--- src/rtl/ecc_blind_params.svh ---
`ifndef ECC_BLIND_PARAMS_SVH
`define ECC_BLIND_PARAMS_SVH

// ----------------------------------------------------------------------
// operand and digit sizes
// ----------------------------------------------------------------------
// scalar and group order width
`define ECC_REG_SIZE 384
// blinding random width, half the order length
`define ECC_RND_SIZE 192
// digit width, same as the bus word
`define ECC_RADIX 32

// P-384 group order n, upper half then lower half
`define ECC_GROUP_ORDER {192'hffffffffffffffffffffffffffffffffffffffffffffffff, \
                         192'hc7634d81f4372ddf581a0db248b0a77aecec196accc52973}

// ----------------------------------------------------------------------
// bus word counts
// ----------------------------------------------------------------------
// scalar words
`define ECC_SCALAR_WORDS 12
// random value words
`define ECC_RND_WORDS 6
// blinded result words, scalar plus random width
`define ECC_RESULT_WORDS 18

`endif

--- src/rtl/ecc_blind_pkg.sv ---
`include "ecc_blind_params.svh"

package ecc_blind_pkg;

    // ------------------------------------------------------------------
    // datapath types
    // ------------------------------------------------------------------
    // one radix digit, also one bus word
    typedef logic [`ECC_RADIX-1:0] digit_t;

    // secret scalar, expected below the group order
    typedef logic [`ECC_REG_SIZE-1:0] scalar_t;

    // blinding random, supplied from outside
    typedef logic [`ECC_RND_SIZE-1:0] rnd_t;

    // scalar + rnd * n, never wider than this
    typedef logic [`ECC_REG_SIZE+`ECC_RND_SIZE-1:0] blinded_t;

    // ------------------------------------------------------------------
    // control types
    // ------------------------------------------------------------------
    // result word index for the reader
    typedef logic [$clog2(`ECC_RESULT_WORDS)-1:0] word_cnt_t;

endpackage

--- src/rtl/ecc_blind_load.sv ---
`include "ecc_blind_params.svh"

module ecc_blind_load (
    input  logic                    clk,
    input  logic                    reset_n,
    input  logic                    scalar_wr_i,
    input  logic                    rnd_wr_i,
    input  logic                    start_i,
    input  ecc_blind_pkg::digit_t   wr_word_i,
    input  logic                    core_busy_i,
    output logic                    en_o,
    output ecc_blind_pkg::scalar_t  scalar_o,
    output ecc_blind_pkg::rnd_t     rnd_o,
    output logic                    pending_o
);

    import ecc_blind_pkg::*;

    // top bit of each shift register
    localparam int SCALAR_MSB = `ECC_SCALAR_WORDS * `ECC_RADIX - 1;
    localparam int RND_MSB    = `ECC_RND_WORDS * `ECC_RADIX - 1;

    scalar_t scalar_q;
    rnd_t    rnd_q;
    logic    en_q;
    logic    start_ok;

    // ------------------------------------------------------------------
    // operand shift registers
    // ------------------------------------------------------------------
    // new word enters at the top, shifts right
    // after a full load the first word sits in the lowest slot
    // extra writes drop the oldest word off the bottom
    always_ff @(posedge clk) begin
        if (scalar_wr_i) begin
            scalar_q <= {wr_word_i, scalar_q[SCALAR_MSB:`ECC_RADIX]};
        end
        if (rnd_wr_i) begin
            rnd_q <= {wr_word_i, rnd_q[RND_MSB:`ECC_RADIX]};
        end
    end

    // ------------------------------------------------------------------
    // start handling
    // ------------------------------------------------------------------
    // ignore start while a job runs or en is still in flight
    assign start_ok = start_i & ~core_busy_i & ~en_q;

    // registered start, one cycle wide
    always_ff @(posedge clk or negedge reset_n) begin
        if (!reset_n) begin
            en_q <= 1'b0;
        end else begin
            en_q <= start_ok;
        end
    end

    assign en_o = en_q;

    // en cycle is the gap before core busy rises
    assign pending_o = en_q;

    // core copies these on en, later writes stage the next job
    assign scalar_o = scalar_q;
    assign rnd_o    = rnd_q;

endmodule

--- src/rtl/ecc_scalar_blinding.sv ---
`include "ecc_blind_params.svh"

module ecc_scalar_blinding (
    input  logic                    clk,
    input  logic                    reset_n,
    input  logic                    en_i,
    input  ecc_blind_pkg::scalar_t  data_i,
    input  ecc_blind_pkg::rnd_t     rnd_i,
    output ecc_blind_pkg::blinded_t data_o,
    output logic                    busy_o
);

    import ecc_blind_pkg::*;

    // ------------------------------------------------------------------
    // sizes
    // ------------------------------------------------------------------
    localparam int RADIX = `ECC_RADIX;
    // order digits plus one zero digit
    localparam int REG_DIG = ((`ECC_REG_SIZE + RADIX - 1) / RADIX) + 1;
    // random digits plus one zero digit
    localparam int RND_DIG = ((`ECC_RND_SIZE + RADIX - 1) / RADIX) + 1;
    // product digit span, last index doubles as done
    localparam int FULL_DIG = REG_DIG + RND_DIG;
    // digits handed out on data_o
    localparam int RES_DIG = (`ECC_REG_SIZE + `ECC_RND_SIZE) / RADIX;

    localparam int P_W = $clog2(FULL_DIG + 1);
    localparam int B_W = $clog2(RND_DIG + 1);
    localparam int A_W = $clog2(REG_DIG);

    // group order, zero extended to the digit array
    localparam logic [REG_DIG*RADIX-1:0] ORDER_EXT = (REG_DIG*RADIX)'(`ECC_GROUP_ORDER);

    // ------------------------------------------------------------------
    // operand digit arrays
    // ------------------------------------------------------------------
    digit_t a_dig      [REG_DIG];
    digit_t b_dig      [RND_DIG];
    digit_t scalar_dig [FULL_DIG];
    digit_t res_dig    [RES_DIG];

    logic [RND_DIG*RADIX-1:0]  rnd_ext;
    logic [FULL_DIG*RADIX-1:0] scalar_ext;

    // schoolbook indices
    logic [P_W-1:0] product_idx;
    logic [B_W-1:0] operand_idx;
    logic [B_W-1:0] op_start;
    logic [A_W-1:0] a_idx;

    // multiply-accumulate path
    logic [2*RADIX-1:0] mult_out;
    logic [3*RADIX-1:0] accu_q;
    logic [3*RADIX-1:0] accu_sum;

    // scalar add path
    digit_t add1_sum;
    logic   add1_cout;
    logic   carry_q;

    logic shift_state;
    logic more_terms;
    logic mult_done;

    assign rnd_ext    = (RND_DIG*RADIX)'(rnd_i);
    assign scalar_ext = (FULL_DIG*RADIX)'(data_i);

    // operands copied on en only
    always_ff @(posedge clk) begin
        if (en_i) begin
            for (int i = 0; i < REG_DIG; i++) begin
                a_dig[i] <= ORDER_EXT[i*RADIX +: RADIX];
            end
            for (int j = 0; j < RND_DIG; j++) begin
                b_dig[j] <= rnd_ext[j*RADIX +: RADIX];
            end
            for (int k = 0; k < FULL_DIG; k++) begin
                scalar_dig[k] <= scalar_ext[k*RADIX +: RADIX];
            end
        end
    end

    // ------------------------------------------------------------------
    // arithmetic
    // ------------------------------------------------------------------
    // order digit paired with the current rnd digit
    assign a_idx = A_W'(product_idx - P_W'(operand_idx));

    // full 64-bit digit product
    assign mult_out = (2*RADIX)'(a_dig[a_idx]) * (2*RADIX)'(b_dig[operand_idx]);

    // three digits of headroom, no overflow for 7 terms plus carry
    assign accu_sum = accu_q + (3*RADIX)'(mult_out);

    // low accumulator digit + scalar digit + ripple carry
    assign {add1_cout, add1_sum} = (RADIX+1)'(accu_q[RADIX-1:0])
                                 + (RADIX+1)'(scalar_dig[product_idx])
                                 + (RADIX+1)'(carry_q);

    // ------------------------------------------------------------------
    // sequencing
    // ------------------------------------------------------------------
    assign mult_done = (product_idx == P_W'(FULL_DIG - 1));

    // another pair left in this column
    assign more_terms = (P_W'(operand_idx) < product_idx) &&
                        (operand_idx < B_W'(RND_DIG - 1));

    // first rnd digit of the next column, keeps a_idx inside the order
    assign op_start = (product_idx < P_W'(REG_DIG - 1)) ? '0 :
                      B_W'(product_idx - P_W'(REG_DIG - 2));

    always_ff @(posedge clk or negedge reset_n) begin
        if (!reset_n) begin
            // idle in done state
            product_idx <= P_W'(FULL_DIG - 1);
            operand_idx <= '0;
            shift_state <= 1'b0;
            carry_q     <= 1'b0;
        end else if (en_i) begin
            product_idx <= '0;
            operand_idx <= '0;
            shift_state <= 1'b0;
            carry_q     <= 1'b0;
        end else if (!mult_done) begin
            if (shift_state) begin
                // column finished, move on
                product_idx <= product_idx + 1'b1;
                operand_idx <= op_start;
                carry_q     <= add1_cout;
                shift_state <= 1'b0;
            end else if (more_terms) begin
                operand_idx <= operand_idx + 1'b1;
            end else begin
                // last term of the column goes in this cycle
                shift_state <= 1'b1;
            end
        end
    end

    // accumulate on mac cycles, drop one digit on shift cycles
    always_ff @(posedge clk) begin
        if (en_i) begin
            accu_q <= '0;
        end else if (!mult_done) begin
            if (shift_state) begin
                accu_q <= {digit_t'(0), accu_q[3*RADIX-1:RADIX]};
            end else begin
                accu_q <= accu_sum;
            end
        end
    end

    // ------------------------------------------------------------------
    // result digits
    // ------------------------------------------------------------------
    // digit k written on the shift cycle of column k
    always_ff @(posedge clk) begin
        if (!mult_done && shift_state && (product_idx < P_W'(RES_DIG))) begin
            res_dig[product_idx] <= add1_sum;
        end
    end

    always_comb begin
        for (int i = 0; i < RES_DIG; i++) begin
            data_o[i*RADIX +: RADIX] = res_dig[i];
        end
    end

    assign busy_o = ~mult_done;

endmodule

--- src/rtl/ecc_blind_unload.sv ---
`include "ecc_blind_params.svh"

module ecc_blind_unload (
    input  logic                    clk,
    input  logic                    reset_n,
    input  logic                    core_busy_i,
    input  ecc_blind_pkg::blinded_t result_i,
    input  logic                    res_rd_i,
    output logic                    res_valid_o,
    output ecc_blind_pkg::digit_t   res_word_o
);

    import ecc_blind_pkg::*;

    localparam int RES_WORDS = `ECC_RESULT_WORDS;
    localparam int RADIX     = `ECC_RADIX;

    digit_t    hold_q [RES_WORDS];
    word_cnt_t rd_cnt_q;
    logic      busy_q;
    logic      fall_q;
    logic      valid_q;

    // ------------------------------------------------------------------
    // completion detect
    // ------------------------------------------------------------------
    // fall seen one cycle late, capture one more cycle later
    always_ff @(posedge clk or negedge reset_n) begin
        if (!reset_n) begin
            busy_q <= 1'b0;
            fall_q <= 1'b0;
        end else begin
            busy_q <= core_busy_i;
            fall_q <= busy_q & ~core_busy_i;
        end
    end

    // result words held until overwritten
    always_ff @(posedge clk) begin
        if (fall_q) begin
            for (int i = 0; i < RES_WORDS; i++) begin
                hold_q[i] <= result_i[i*RADIX +: RADIX];
            end
        end
    end

    // ------------------------------------------------------------------
    // read side
    // ------------------------------------------------------------------
    always_ff @(posedge clk or negedge reset_n) begin
        if (!reset_n) begin
            rd_cnt_q <= '0;
            valid_q  <= 1'b0;
        end else if (fall_q) begin
            // new result wins over an unread one
            rd_cnt_q <= '0;
            valid_q  <= 1'b1;
        end else if (res_rd_i && valid_q) begin
            if (rd_cnt_q == word_cnt_t'(RES_WORDS - 1)) begin
                rd_cnt_q <= '0;
                valid_q  <= 1'b0;
            end else begin
                rd_cnt_q <= rd_cnt_q + 1'b1;
            end
        end
    end

    assign res_valid_o = valid_q;
    // lowest word first
    assign res_word_o  = hold_q[rd_cnt_q];

endmodule

--- src/rtl/ecc_blind_top.sv ---
module ecc_blind_top (
    input  logic                  clk,
    input  logic                  reset_n,
    input  logic                  scalar_wr_i,
    input  logic                  rnd_wr_i,
    input  logic                  start_i,
    input  logic                  res_rd_i,
    input  ecc_blind_pkg::digit_t wr_word_i,
    output logic                  busy_o,
    output logic                  res_valid_o,
    output ecc_blind_pkg::digit_t res_word_o
);

    import ecc_blind_pkg::*;

    // loader to core
    logic     core_en;
    scalar_t  core_scalar;
    rnd_t     core_rnd;
    logic     load_pending;

    // core to reader
    logic     core_busy;
    blinded_t core_result;

    // ------------------------------------------------------------------
    // operand loader
    // ------------------------------------------------------------------
    ecc_blind_load u_load (
        .clk         (clk),
        .reset_n     (reset_n),
        .scalar_wr_i (scalar_wr_i),
        .rnd_wr_i    (rnd_wr_i),
        .start_i     (start_i),
        .wr_word_i   (wr_word_i),
        .core_busy_i (core_busy),
        .en_o        (core_en),
        .scalar_o    (core_scalar),
        .rnd_o       (core_rnd),
        .pending_o   (load_pending)
    );

    // ------------------------------------------------------------------
    // blinding core
    // ------------------------------------------------------------------
    ecc_scalar_blinding u_core (
        .clk     (clk),
        .reset_n (reset_n),
        .en_i    (core_en),
        .data_i  (core_scalar),
        .rnd_i   (core_rnd),
        .data_o  (core_result),
        .busy_o  (core_busy)
    );

    // ------------------------------------------------------------------
    // result reader
    // ------------------------------------------------------------------
    ecc_blind_unload u_unload (
        .clk         (clk),
        .reset_n     (reset_n),
        .core_busy_i (core_busy),
        .result_i    (core_result),
        .res_rd_i    (res_rd_i),
        .res_valid_o (res_valid_o),
        .res_word_o  (res_word_o)
    );

    // busy from the start pulse onward, no gap at the handover
    assign busy_o = load_pending | core_busy;

endmodule

--- config.mk ---
export PLATFORM = sky130hd
export DESIGN_NAME = ecc_blind_top
export DESIGN_NICKNAME = d
export VERILOG_FILES = /design/src/rtl/ecc_blind_pkg.sv /design/src/rtl/ecc_blind_load.sv /design/src/rtl/ecc_scalar_blinding.sv /design/src/rtl/ecc_blind_unload.sv /design/src/rtl/ecc_blind_top.sv
export VERILOG_INCLUDE_DIRS = /design/src /design/src/rtl
export SDC_FILE = /design/constraint.sdc
export NUM_CORES = 2
export LEC_CHECK = 0
export CAP_MARGIN = 0
export CORE_UTILIZATION = 56
export CTS_BUF_LIST = sky130_fd_sc_hd__clkbuf_2 sky130_fd_sc_hd__clkbuf_4 sky130_fd_sc_hd__clkbuf_8
export CTS_CLUSTER_SIZE = 12
export DETAILED_ROUTE_END_ITERATION = 10
export DONT_BUFFER_PORTS = 1
export PLACE_DENSITY = 0.77
export SKIP_LAST_GASP = 1
export SLEW_MARGIN = 10
export SYNTH_ARGS = -nofsm -noshare
export SYNTH_HDL_FRONTEND = slang
export SYNTH_SLANG_ARGS = --single-unit
--- constraint.sdc ---
create_clock -name clk -period 40.4 [get_ports clk]
set_input_delay 4.04 -clock clk [delete_from_list [all_inputs] [get_ports clk]]
set_output_delay 4.04 -clock clk [all_outputs]
set_load 0.005 [all_outputs]
==> impl_metrics.toml <==
[critical_path]
crit_path_end_kind = "register"
required_ns = 41.30
cp-start-kind = "register"
path_common_cell = "fa_1"
path_class = "register to register"
arrival_ns = 14.19
path_max_fanout = 37
max_stage_delay_ns = 0.99
slowest_stage = "or3_1"

[grt]
grt_pass1_wl_mm = 471
grt-ovfl-total = 0
grt_start_max_net_pins = 385
grt_pass1_vias = 68000
grtUsageTotal_pct = 31.1
antenna_found_initial = 20

[clock_network]
clockBufferDepth = 4
insertion_delay_ns = 1.08
cts_root_buf = "clkbuf_8"
cts.sinks = 2419
clkTransAtPathRegs_ns = 0.07
h-tree-depth = 5
cts_tree = "built"
numCtsBuffers = 365
hold_buffers = 0
cts_resized = 0
cts_setup_buffers = 0

[run]
cap_violations = 1

[drt]
ant_nets = 0
post-route-drc-count = 0
avgRoutedWirePerCell_um = 29.6
routed_wl_mm = 329
dr.pass1.iters = 6
viasPerCell = 5.86
num_vias = 65100
drt_iter0_drc = 6996

[min_path]
min_path_type = "register to register"

[synth]
synth_compound_area_share_pct = 3.36
synthMuxAreaShare_pct = 6.19
syn_nets = 9089
yosysUniqueCellTypes = 84
post_synth_xor_area_fraction_pct = 0.730
ys_warn_count = 0
synth_top_family_by_area = "adder cells"
ys.flop_type = "edfxtp_1"
yosysSeqAreaShare_pct = 60.3
synth_fa_ha_area_share_pct = 19.5
avgSynthCellArea_um2 = 15.3
synth-edff-count = 2304
synth_cells = 7777
synth_simple_gate_area_share_pct = 5.07
syn-cell-area_um2 = 119000
async_flop_share_pct = 0.785
synth-seq-cells = 2419

[cells_and_area]
areaGrowthSynthToFinish_pct = 9.04
final_cell_area_um2 = 129000
layout-drive-gt1-share_pct = 12.9
fin_nets = 9326
fillerInstances = 15200

[floorplanning]
ioPinCount = 72
die_w_um = 462
start_util_pct = 56.5
core_um2 = 210000
die_area_um2 = 214000
std_cell_rows = 168
die_h_um = 462

[sta]
rsz0062_at_grt = "false"
whs_ns = 0.351
worst_pin_slew_ns = 1.72
finalSetupTns_ns = 0
drv_slew = 104
fin_crit_sh_pct = 32.9
period_minus_slack_ns = 13.29
setup_viol = 0
fmax_mhz = 75.2
slew_headroom_pct = -14.5
clock_skew_ns = 0.120
hold_viol_final = 0

[outcome]
violations = "capacitance limit, slew limit"
status = "finished, violations left"

[placed_design]
gp_congestion = 1.03
port_buffers = 0
post_dp_cell_area_um2 = 123000
dpl.hpwl_mm = 235

[power]
power_density_nw_per_um2 = 36.2
p_leak_uw = 0.0498
max-vdd-ir-drop_mv = 0.0546
## cell type report
class	instances	area [µm²]	area share (%)
clock inverters	149	875	0.676
repair buffers	141	1120	0.862
diodes	17	42.5	0.0329
flip-flops and latches	2419	71600	55.3
clock buffers	488	6010	4.64
multi-input cells	3838	41600	32.1
inverters	1249	4690	3.62
well taps	2805	3510	2.71
## layer usage
metal / wire (µm) / vias to the layer above / part of all wire [%] / track usage (%)
met1: 130000 / 33600 / 39 / 42.2
met3: 29600 / 814 / 9.0 / 7.12
met5: 106 / - / 0.032 / 0
met2: 152000 / 3308 / 46 / 47.8
met4: 17700 / 16 / 5.4 / 15.4
li1: - / 27300 / - / -
## per-stage QoR
stage | power, µW | setup WS, ns | std cells | util, %
CTS | 4720 | 27.41 | 11100 | 61.6
detailed placement | 2840 | 27.46 | 10500 | 58.3
finish | 4690 | 27.11 | 11100 | 61.6
global placement | 2830 | 26.63 | 10500 | 58.3
floorplan | 2830 | 21.95 | 7777 | -
global route | 4830 | 26.58 | 11100 | 61.6
## logic make-up after synthesis
kind of cell / after synthesis
compound gates: 640
xor+xnor: 99
fa+ha+maj: 1274
buf+inv: 1520
flops: 2419
mux: 374
simple gates: 1451
## path summary, 6_finish.rpt
path / from / to / slack [ns] / cells after the start
max in group asynchronous: reset_n / u_core.product_idx[4]$_DFFE_PN1P_ / 37.51 / 0
min in group asynchronous: reset_n / u_unload.rd_cnt_q[4]$_DFFE_PN0P_ / 2.67 / 0
worst min register to register: u_core.res_dig[14][25]$_DFFE_PP_ / u_unload.hold_q[14][25]$_DFFE_PP_ / 0.35 / 0
worst max register to register: u_core.product_idx[1]$_DFFE_PN1P_ / u_core.accu_q[86]$_SDFFE_PP0P_ / 27.11 / 29
worst min-delay path: u_core.res_dig[14][25]$_DFFE_PP_ / u_unload.hold_q[14][25]$_DFFE_PP_ / 0.35 / 0
worst max-delay path: u_core.product_idx[1]$_DFFE_PN1P_ / u_core.accu_q[86]$_SDFFE_PP0P_ / 27.11 / 29
## placed cells by master (no fill, tap or decap), drive strengths merged, types with 17 or more instances in the layout
master  netlist  final
a211oi       62     62
a21o         55     55
a21oi       260    260
and2         37     37
and3         25     25
buf          57    141
clkbuf      214    488
clkinv        6    135
dfxtp        96     96
diode         0     17
edfxtp     2304   2304
fa          965    965
ha          309    309
inv        1243   1246
mux2i        84     84
mux4        288    288
nand2       650    650
nand3        32     32
nand4        38     38
nor2        549    549
nor2b        17     17
nor3         44     44
o211ai       22     22
o21a         21     21
o21ai       116    116
o21bai       21     21
xnor2        67     67
xor2         32     32
## report_power, final
| part | switching (µW) | internal, µW |
|---|---|---|
| logic | 0 | 0.00185 |
| registers | 18.0 | 2770 |
| clock network | 886 | 1010 |
| total | 904 | 3780 |
## flip-flops by register name (all words and copies together), names as in the netlist
signal,count
u_load.scalar_o,384
u_core.accu_q,96
u_core.product_idx,5
u_core.carry_q,1
u_core.b_dig,192
u_unload.hold_q,576
u_core.operand_idx,3
u_core.scalar_dig,384
u_core.shift_state,1
u_load.rnd_o,192
u_core.res_dig,576
u_unload.rd_cnt_q,5
u_unload.fall_q,1
u_load.en_o,1
u_unload.busy_q,1
u_unload.res_valid_o,1
## cell usage after synthesis, drive strengths merged, types with 4 or more instances
master	instances	share of area (%)
edfxtp	2304	58
inv	1243	3.9
fa	965	16
nand2	650	2.1
nor2	549	1.7
ha	309	3.3
mux4	288	5.5
a21oi	260	1.1
clkbuf	214	0.68
o21ai	116	0.49
dfxtp	96	1.6
mux2i	84	0.71
xnor2	67	0.49
a211oi	62	0.40
buf	57	0.20
a21o	55	0.35
nor3	44	0.19
nand4	38	0.20
and2	37	0.19
nand3	32	0.13
xor2	32	0.24
and3	25	0.13
o211ai	22	0.14
o21a	21	0.13
o21bai	21	0.14
nor2b	17	0.090
a31oi	16	0.090
dfrtp	16	0.34
or3	14	0.074
nand2b	12	0.063
or2	11	0.058
a221oi	7	0.052
clkinv	6	0.019
nor4	6	0.032
o31ai	6	0.038
a21boi	5	0.032
a221o	5	0.042
a22oi	5	0.036
a41o	4	0.034
nand3b	4	0.025
or4	4	0.025
## worst max-delay path, delay by kind of cell (launching register included)
| kind | cells | cell delay [ns] |
|---|---|---|
| and+or+nand+nor | 8 | 3.73 |
| DFF | 1 | 0.95 |
| buffers and inverters | 6 | 1.07 |
| xor gates and xnor gates | 1 | 0.88 |
| muxes | 1 | 0.17 |
| AOI/OAI and AO/OA | 3 | 1.39 |
| adders and majority gates | 10 | 4.88 |
No activity file was read; power rests on OpenSTA's default activity.
